File: src/logic/lbm_pkg.sv
`default_nettype none

package lbm_pkg;

  // d2q9 lattice
  localparam int q_dirs = 9;

  // lattice velocities in direction order
  // 0 rest, 1 east, 2 north, 3 west, 4 south, 5..8 diagonals
  localparam int dir_cx [q_dirs] = '{0, 1, 0, -1, 0, 1, -1, -1, 1};
  localparam int dir_cy [q_dirs] = '{0, 0, 1, 0, -1, 1, 1, -1, -1};

  // moment controller
  typedef enum logic [1:0] {
    st_idle,
    st_sum,
    st_div,
    st_ack
  } ctrl_state_e;

endpackage

`default_nettype wire

File: src/logic/moment_sum.sv
`default_nettype none

module moment_sum import lbm_pkg::*; #(
  parameter int DATA_WIDTH = 32
) (
  input  logic                           clock_50,
  input  logic                           arst_n,
  input  logic                           load,
  input  logic [q_dirs*DATA_WIDTH-1:0]   fin,
  output logic signed [DATA_WIDTH-1:0]   rho_sum,
  output logic signed [DATA_WIDTH-1:0]   px_sum,
  output logic signed [DATA_WIDTH-1:0]   py_sum
);

  logic signed [DATA_WIDTH-1:0] rho_next;
  logic signed [DATA_WIDTH-1:0] px_next;
  logic signed [DATA_WIDTH-1:0] py_next;

  // velocities are only -1, 0 or +1 so no multiplier is needed
  always_comb begin
    logic signed [DATA_WIDTH-1:0] val;
    rho_next = '0;
    px_next  = '0;
    py_next  = '0;
    val      = '0;
    for (int i = 0; i < q_dirs; i++) begin
      val      = fin[i*DATA_WIDTH +: DATA_WIDTH];
      rho_next = rho_next + val;
      if (dir_cx[i] > 0) begin
        px_next = px_next + val;
      end else if (dir_cx[i] < 0) begin
        px_next = px_next - val;
      end
      if (dir_cy[i] > 0) begin
        py_next = py_next + val;
      end else if (dir_cy[i] < 0) begin
        py_next = py_next - val;
      end
    end
  end

  // sums wrap at DATA_WIDTH
  always_ff @(posedge clock_50 or negedge arst_n) begin
    if (!arst_n) begin
      rho_sum <= '0;
      px_sum  <= '0;
      py_sum  <= '0;
    end else if (load) begin
      rho_sum <= rho_next;
      px_sum  <= px_next;
      py_sum  <= py_next;
    end
  end

endmodule

`default_nettype wire

File: src/logic/fp_divider.sv
`default_nettype none

module fp_divider #(
  parameter int DATA_WIDTH = 32,
  parameter int FRAC_BITS  = 24
) (
  input  logic                         clock_50,
  input  logic                         arst_n,
  input  logic                         start,
  input  logic signed [DATA_WIDTH-1:0] dividend,
  input  logic signed [DATA_WIDTH-1:0] divisor,
  output logic                         done,
  output logic signed [DATA_WIDTH-1:0] quotient,
  output logic                         dbz,
  output logic                         ovf
);

  localparam int steps = DATA_WIDTH + FRAC_BITS;
  localparam int cnt_w = $clog2(steps + 1);

  // largest magnitudes for a positive and a negative result
  localparam logic [steps-1:0] pos_max = {{FRAC_BITS{1'b0}}, 1'b0, {(DATA_WIDTH-1){1'b1}}};
  localparam logic [steps-1:0] neg_max = {{FRAC_BITS{1'b0}}, 1'b1, {(DATA_WIDTH-1){1'b0}}};

  logic                  busy;
  logic [cnt_w-1:0]      cnt;
  logic [steps-1:0]      num;
  logic [DATA_WIDTH-1:0] den;
  logic [DATA_WIDTH:0]   rem;
  logic [steps-1:0]      quo;
  logic                  neg;
  logic                  zero_div;

  logic [DATA_WIDTH-1:0] dividend_mag;
  logic [DATA_WIDTH-1:0] divisor_mag;
  logic [DATA_WIDTH:0]   rem_shift;
  logic [DATA_WIDTH:0]   rem_trial;
  logic                  fits;
  logic                  too_big;
  logic [DATA_WIDTH-1:0] q_mag;
  logic [DATA_WIDTH-1:0] q_signed;

  // -min wraps to the correct unsigned magnitude
  assign dividend_mag = dividend[DATA_WIDTH-1] ? DATA_WIDTH'(-dividend) : dividend;
  assign divisor_mag  = divisor[DATA_WIDTH-1] ? DATA_WIDTH'(-divisor) : divisor;

  // one restoring step
  assign rem_shift = {rem[DATA_WIDTH-1:0], num[steps-1]};
  assign rem_trial = rem_shift - {1'b0, den};
  assign fits      = rem_shift >= {1'b0, den};

  // range check and sign after the last step
  assign too_big  = neg ? (quo > neg_max) : (quo > pos_max);
  assign q_mag    = quo[DATA_WIDTH-1:0];
  assign q_signed = neg ? -q_mag : q_mag;

  always_ff @(posedge clock_50 or negedge arst_n) begin
    if (!arst_n) begin
      busy     <= 1'b0;
      cnt      <= '0;
      done     <= 1'b0;
      quotient <= '0;
      dbz      <= 1'b0;
      ovf      <= 1'b0;
    end else begin
      done <= 1'b0;
      if (start) begin
        busy <= 1'b1;
        cnt  <= '0;
      end else if (busy) begin
        if (cnt == cnt_w'(steps)) begin
          busy <= 1'b0;
          done <= 1'b1;
          dbz  <= zero_div;
          ovf  <= !zero_div && too_big;
          if (zero_div || too_big) begin
            quotient <= '0;
          end else begin
            quotient <= q_signed;
          end
        end else begin
          cnt <= cnt + 1'b1;
        end
      end
    end
  end

  // datapath
  always_ff @(posedge clock_50) begin
    if (start) begin
      num      <= {dividend_mag, {FRAC_BITS{1'b0}}};
      den      <= divisor_mag;
      rem      <= '0;
      quo      <= '0;
      neg      <= dividend[DATA_WIDTH-1] ^ divisor[DATA_WIDTH-1];
      zero_div <= (divisor == '0);
    end else if (busy && cnt != cnt_w'(steps)) begin
      num <= {num[steps-2:0], 1'b0};
      quo <= {quo[steps-2:0], fits};
      rem <= fits ? rem_trial : rem_shift;
    end
  end

endmodule

`default_nettype wire

File: src/logic/moment_ctrl.sv
`default_nettype none

module moment_ctrl import lbm_pkg::*; (
  input  logic clock_50,
  input  logic arst_n,
  input  logic req,
  input  logic div_done,
  output logic load,
  output logic div_start,
  output logic ack
);

  ctrl_state_e state;

  // outputs are registered alongside the state
  always_ff @(posedge clock_50 or negedge arst_n) begin
    if (!arst_n) begin
      state     <= st_idle;
      load      <= 1'b0;
      div_start <= 1'b0;
      ack       <= 1'b0;
    end else begin
      load      <= 1'b0;
      div_start <= 1'b0;
      case (state)
        st_idle: begin
          if (req) begin
            // capture the sums next cycle
            load  <= 1'b1;
            state <= st_sum;
          end
        end
        st_sum: begin
          div_start <= 1'b1;
          state     <= st_div;
        end
        st_div: begin
          // both dividers finish together
          if (div_done) begin
            ack   <= 1'b1;
            state <= st_ack;
          end
        end
        st_ack: begin
          if (!req) begin
            ack   <= 1'b0;
            state <= st_idle;
          end
        end
        default: begin
          ack   <= 1'b0;
          state <= st_idle;
        end
      endcase
    end
  end

endmodule

`default_nettype wire

File: src/logic/lbm_moments.sv
`default_nettype none

module lbm_moments import lbm_pkg::*; #(
  parameter int DATA_WIDTH = 32,
  parameter int FRAC_BITS  = 24
) (
  input  logic                          clock_50,
  input  logic                          arst_n,
  input  logic                          req,
  input  logic [q_dirs*DATA_WIDTH-1:0]  fin,
  output logic                          ack,
  output logic signed [DATA_WIDTH-1:0]  rho,
  output logic signed [DATA_WIDTH-1:0]  ux,
  output logic signed [DATA_WIDTH-1:0]  uy,
  output logic                          dbz,
  output logic                          ovf_x,
  output logic                          ovf_y
);

  logic                         load;
  logic                         div_start;
  logic                         div_done;
  logic signed [DATA_WIDTH-1:0] rho_sum;
  logic signed [DATA_WIDTH-1:0] px_sum;
  logic signed [DATA_WIDTH-1:0] py_sum;

  assign rho = rho_sum;

  moment_sum #(
    .DATA_WIDTH (DATA_WIDTH)
  ) i_sum (
    .clock_50 (clock_50),
    .arst_n   (arst_n),
    .load     (load),
    .fin      (fin),
    .rho_sum  (rho_sum),
    .px_sum   (px_sum),
    .py_sum   (py_sum)
  );

  // ux = px / rho
  fp_divider #(
    .DATA_WIDTH (DATA_WIDTH),
    .FRAC_BITS  (FRAC_BITS)
  ) div_ux (
    .clock_50 (clock_50),
    .arst_n   (arst_n),
    .start    (div_start),
    .dividend (px_sum),
    .divisor  (rho_sum),
    .done     (div_done),
    .quotient (ux),
    .dbz      (dbz),
    .ovf      (ovf_x)
  );

  // uy = py / rho with the same divisor and timing as div_ux
  fp_divider #(
    .DATA_WIDTH (DATA_WIDTH),
    .FRAC_BITS  (FRAC_BITS)
  ) div_uy (
    .clock_50 (clock_50),
    .arst_n   (arst_n),
    .start    (div_start),
    .dividend (py_sum),
    .divisor  (rho_sum),
    .done     (),
    .quotient (uy),
    .dbz      (),
    .ovf      (ovf_y)
  );

  moment_ctrl i_ctrl (
    .clock_50  (clock_50),
    .arst_n    (arst_n),
    .req       (req),
    .div_done  (div_done),
    .load      (load),
    .div_start (div_start),
    .ack       (ack)
  );

endmodule

`default_nettype wire

File: config.mk
export PLATFORM = sky130hd
export DESIGN_NAME = lbm_moments
export DESIGN_NICKNAME = d
export VERILOG_FILES = /design/src/logic/lbm_pkg.sv /design/src/logic/moment_sum.sv /design/src/logic/fp_divider.sv /design/src/logic/moment_ctrl.sv /design/src/logic/lbm_moments.sv
export SDC_FILE = /design/constraint.sdc
export NUM_CORES = 2
export LEC_CHECK = 0
export ABC_AREA = 1
export BUFFER_PORTS_ARGS = -buffer_cell sky130_fd_sc_hd__clkbuf_2
export CORE_ASPECT_RATIO = 1.4
export CORE_UTILIZATION = 59
export DETAILED_ROUTE_END_ITERATION = 10
export PLACE_DENSITY = 0.86
export RECOVER_POWER = 100
export SETUP_SLACK_MARGIN = 0.1
export SKIP_CTS_REPAIR_TIMING = 1
export SLEW_MARGIN = 20
export SYNTH_ARGS = -nofsm -noshare
export SYNTH_HDL_FRONTEND = slang
export SYNTH_HIERARCHICAL = 1
export SYNTH_SLANG_ARGS = --single-unit
File: constraint.sdc
create_clock -name clock_50 -period 11.2 [get_ports clock_50]
set_input_delay 0.56 -clock clock_50 [delete_from_list [all_inputs] [get_ports clock_50]]
set_output_delay 0.56 -clock clock_50 [all_outputs]
set_load 0.05 [all_outputs]
After elaboration in Yosys (flattened, before gate mapping)
Cells that the tools add are included.
Word-level totals
  memories kept: 0
  output and inout bits: 100
  bits in registers: 458
  logic and storage cells: 136
  input port bits: 291
  bits in latches: 0
  memory bits (writable): 0
  bits in read-only memories: 0
Operators by class
  muxes and demuxes: 40
  multipliers: 0
  shift operators: 0
  equal/unequal tests: 12
  reduce and logical (&&, ||, !) cells: 20
  $add $sub $neg: 27
  bitwise gates (word level): 3
  div/mod/pow operators: 0
  order comparisons: 6
Operator list (count)
  32-bit adder: 12
  32-bit 2-to-1 mux: 8
  32-bit subtractor: 8
  56-bit 2-to-1 mux: 4
  32-bit negation: 5
  56-bit by 31-bit greater-than comparator with 1-bit output, second input constant: 2
  56-bit by 32-bit greater-than comparator with 1-bit output, second input constant: 2
  33-bit by 32-bit greater-or-equal comparator with 1-bit output: 2
  6-bit 2-to-1 mux: 6
  32-bit logical NOT: 1
  31-bit 2-to-1 mux: 1
  1-bit 2-to-1 mux: 16
  6-bit by 1-bit adder with 6-bit output, second input constant: 2
  6-bit == test, second input constant: 2
  6-bit inequality test, second input constant: 2
  3-bit AND reduction: 4
  2-bit nonzero test: 5
  2-bit one-hot mux with 4 select lines: 1
  2-bit 2-to-1 mux: 3
  2-bit inequality test, second input constant: 3
  2-bit == test, second input constant: 2
  1-bit logical AND: 4
  2-bit by 1-bit inequality test with 1-bit output, second input constant: 2
  2-bit AND reduction: 2
  7 further kinds: 9

Longest topological paths before layout
  word-level depth: 8
  mapped depth: 22

Modules after synthesis
The synthesis kept the hierarchy.
By module, submodules not included
  fp_divider: seq. area each 4794.6 µm², area an instance 12456.9 µm², instances 2, cells an instance 1773
  moment_sum: seq. area each 2402.3 µm², area an instance 21541.9 µm², instances 1, cells an instance 2708
  moment_ctrl: seq. area each 125.1 µm², area an instance 297.8 µm², instances 1, cells an instance 35

Least setup slack after synthesis
Ideal clock, no wire load.
  path type: input -> register
  start: in fin[2]
  end: reg i_sum.rho_sum[22]
  data arrival time: 4058 ps
  setup time: 118 ps
  required time: 11082 ps
  setup slack: 7024 ps
  cell stages on the path: 19
  path buffers: 0
  path through: fa_1 inv_1 fa_1 fa_1 fa_1 inv_1 ha_1 inv_1 fa_1 o21ai_2 nand2_1 nand2_2 nand2_1 nand2_1 nand2_1 nand2_1 nand2_1 nand3_1 nand2_1
On the way
  longest elaborated chain between the ends: 8
Ends and longest elaborated chain
  from (decl): RTL line lbm_moments.sv:10  | input logic [q_dirs*DATA_WIDTH-1:0] fin,
  32-bit adder (8 in series): RTL line moment_sum.sv:28  | rho_next = rho_next + val;
  to (signal assigned): RTL line moment_sum.sv:49  | rho_sum <= rho_next;
  to (decl): RTL line moment_sum.sv:10  | output logic signed [DATA_WIDTH-1:0] rho_sum,
Every way passes these cells.
A chain may end at the register's enable or synchronous reset.

Worst setup path after layout
  start: reg div_ux.cnt[0]
  end: reg div_ux.num[32], enable pin
On the way
  longest elaborated chain between the ends: 3
Ends and longest elaborated chain
  from (decl): RTL line fp_divider.sv:26  | logic [cnt_w-1:0] cnt;
  from (signal assigned): RTL line fp_divider.sv:82  | cnt <= cnt + 1'b1;
  6-bit inequality test: RTL line fp_divider.sv:97  | end else if (busy && cnt != cnt_w'(steps)) begin
  1-bit logical AND: RTL line fp_divider.sv:97
  2-bit nonzero test (no source line)
  to (signal assigned): RTL line fp_divider.sv:91  | num <= {dividend_mag, {FRAC_BITS{1'b0}}};
  to (signal assigned): RTL line fp_divider.sv:98  | num <= {num[steps-2:0], 1'b0};
  to (decl): RTL line fp_divider.sv:27  | logic [steps-1:0] num;
Every way passes these cells.

==> results.yml <==
clock_network:
  cts.path.max_buffers: 3
  clock_insertion_delay_worst_skew_ns: 0.62
  clock_sink_count: 491
  cts.root.buffer_cell: "sky130_fd_sc_hd__clkbuf_16"
  cts-htree-levels: 2
  cts-buffers-inserted: 47
  tritoncts_clock_tree: "done"
  clk_pin_slew_ns: 0.07
job:
  drv_cap: 18
sta:
  timing.max_slew.rel_slack: -3.147
  worst_clock_skew_ns: 0.01999
  finalCriticalPeriod_ns: 5.826
  timing.final.max_slew_violations: 958
  max_freq_mhz: 171.6
  finalHoldViolCount: 0
  tns_ns: 0
  rsz0062_at_grt: "no"
  final_min_period_over_clock_period: 0.5202
  max_slew.worst_pin.slew_ns: 6.220
  setup-violations-final: 0
placement:
  placement.cell_area_um2: 49460
  place.detailed.hpwl_um: 115900
  placer_congestion: 1.036
  io_buffers: 390
synth:
  syn_area_um2: 46700
  warning_count_from_the_yosys_run: 6
  postSynthNetCount: 7212
  synthCells: 6285
  avgSynthCellArea_um2: 7.430
layout:
  area_growth_syn_to_layout_pct: 8.797
  post_route_cells_drive_above_1_share: 0.07463
  finalNetCount: 7534
  finish.instance_area_um2: 50800
pwr:
  design_power_total_w: 0.01719
  ir_drop_mv: 0.2147
  powerDensity_nw_per_um2: 338.3
  static-leakage-power_nw: 26.85
global_route:
  grt_overflow_total: 0
  grt_first_pass_wirelength_um: 225100
  groute.usage.overall: 0.3625
  grt_max_degree: 109
  first_global_vias: 43730
  antenna_violations_before_repair: 1
critical_path:
  cpPeakStageDelay_ns: 1.72
  timing.critical_path.slowest_stage_cell: "sky130_fd_sc_hd__clkbuf_1"
  timing.critical_path.mode_cell: "sky130_fd_sc_hd__inv_1"
  crit_path_end_kind: "flop"
  worst_endpoint_required_time_ns: 11.43
  path_delay_family: "buffers and inverters"
  crit_path_start_kind: "flop"
  timing.critical_path.depth: 10
  worst_reg_to_reg_path_cell_count: 10
  critical_path.n_buffers_inverters: 5
  critical_path_arrival_ns: 6.05
  crit_type: "reg -> reg"
  critPathMaxFanout: 88
  worstPathCellList: "inv_1 -> ha_1 -> and3_1 -> nand3_1 -> nand2_1 -> inv_1 -> clkbuf_1 -> nor2_1 -> clkinv_1 -> buf_4"
die:
  initial_utilization: 0.5977
  fp.dieH_um: 334.9
  placementRows: 121
  die_area_um2: 80290
  core_region_area_um2: 78120
  io_pins: 391
  die_width_um: 239.8
routing:
  routed_wire_length_per_instance_um: 18.67
  drt-vias-per-instance: 5.516
  dr.pass1.iters: 8
  drt-initial-drc-count: 2995
  drt.antenna.violating_nets: 0
  routed_wirelength_um: 143600
  drcViolationCount: 0
  vias: 42430
run_status:
  run_status: "finished, violations left"
  violated_checks: "max-capacitance violations, max-slew violations"
hold_path:
  whs_path_depth: 3
  hold_path_class: "in -> reg"
-- registers in the layout (all words and copies together) (netlist names), 32 cells and up --
register	count
div_uy/rem	32
div_ux/quotient	32
div_uy/quo	56
div_uy/den	32
i_sum/py_sum	32
i_sum/rho_sum	32
i_sum/px_sum	32
div_ux/num	32
div_ux/den	32
div_ux/rem	32
div_uy/num	32
div_ux/quo	56
div_uy/quotient	32
-- worst reg2reg max path, stage by stage (launching register included) --
cell and delay [ns]:
sky130_fd_sc_hd__dfrtp_1 0.35, sky130_fd_sc_hd__inv_1 0.09, sky130_fd_sc_hd__ha_1 0.20, sky130_fd_sc_hd__and3_1 0.18, sky130_fd_sc_hd__nand3_1 0.13, sky130_fd_sc_hd__nand2_1 0.71, sky130_fd_sc_hd__inv_1 0.20, sky130_fd_sc_hd__clkbuf_1 1.72
sky130_fd_sc_hd__nor2_1 0.79, sky130_fd_sc_hd__clkinv_1 0.19, sky130_fd_sc_hd__buf_4 0.83
-- where the power goes --
group	switching, W	leakage [nW]	total [W]	internal (W)
Sequential	0.000633	5.15	0.00324	0.00261
Combinational	0.00826	20.9	0.0123	0.00404
Clock	0.000750	0.764	0.00164	0.000894
Total	0.00964	26.8	0.0172	0.00754
-- final cells by class --
class                           count  area, um2
Antenna cell                        2      5.005
Clock buffer                       63       1360
Clock inverter                     25      230.2
Fill cell                        6919      27320
Inverter                         1423       5343
Multi-Input combinational cell   4234      28550
Sequential cell                   491      12070
Tap cell                         1045       1308
Timing Repair Buffer              410       1939
-- layer usage --
layer  wire [um]  track usage  up-vias
li1            -            -    20060
met2       72340       0.6484     1779
met5           0            0        -
met4       11830       0.2653        0
met3        9730      0.04914      539
met1       49730       0.3882    20050
-- metrics by stage --
stage | utilization | setup slack [ns] | std cells | hold WS, ns
after floorplan | - | 7.024 | 6285 | 0.2644
after global placement | 0.6331 | 6.386 | 7602 | 0.4433
after detailed placement | 0.6331 | 6.344 | 7602 | 0.4654
after CTS | 0.6535 | 6.989 | 7690 | 0.1216
after global routing | 0.6503 | 4.166 | 7693 | 0.2032
final | 0.6503 | 5.374 | 7693 | 0.1862
-- path summary, 6_finish.rpt --
kind,from,endpoint,slack [ns]
setup / recovery,div_ux/cnt[0],div_ux/num[32],5.37
hold / removal,req,i_ctrl/load,0.19
setup reg to reg,div_ux/cnt[0],div_ux/num[32],5.37
hold reg to reg,div_uy/quotient[5],div_uy/quotient[5],0.48
max in group asynchronous,arst_n,i_sum/py_sum[13],5.43
min in group asynchronous,arst_n,div_uy/quotient[5],2.22
-- cells in the final DEF (no fill, tap or decap), types with 75 or more instances in the layout --
master and n:
sky130_fd_sc_hd__a21oi_1 159, sky130_fd_sc_hd__clkbuf_1 129, sky130_fd_sc_hd__clkbuf_2 280, sky130_fd_sc_hd__dfrtp_1 182, sky130_fd_sc_hd__dfxtp_1 176, sky130_fd_sc_hd__edfxtp_1 132, sky130_fd_sc_hd__fa_1 461, sky130_fd_sc_hd__ha_1 175
sky130_fd_sc_hd__inv_1 1405, sky130_fd_sc_hd__nand2_1 1619, sky130_fd_sc_hd__nand3_1 396, sky130_fd_sc_hd__nand4_1 125, sky130_fd_sc_hd__nor2_1 397, sky130_fd_sc_hd__nor3_1 75, sky130_fd_sc_hd__o21ai_0 272, sky130_fd_sc_hd__o22ai_1 108
sky130_fd_sc_hd__xor2_1 121
Power figures use the tool's default switching activity.
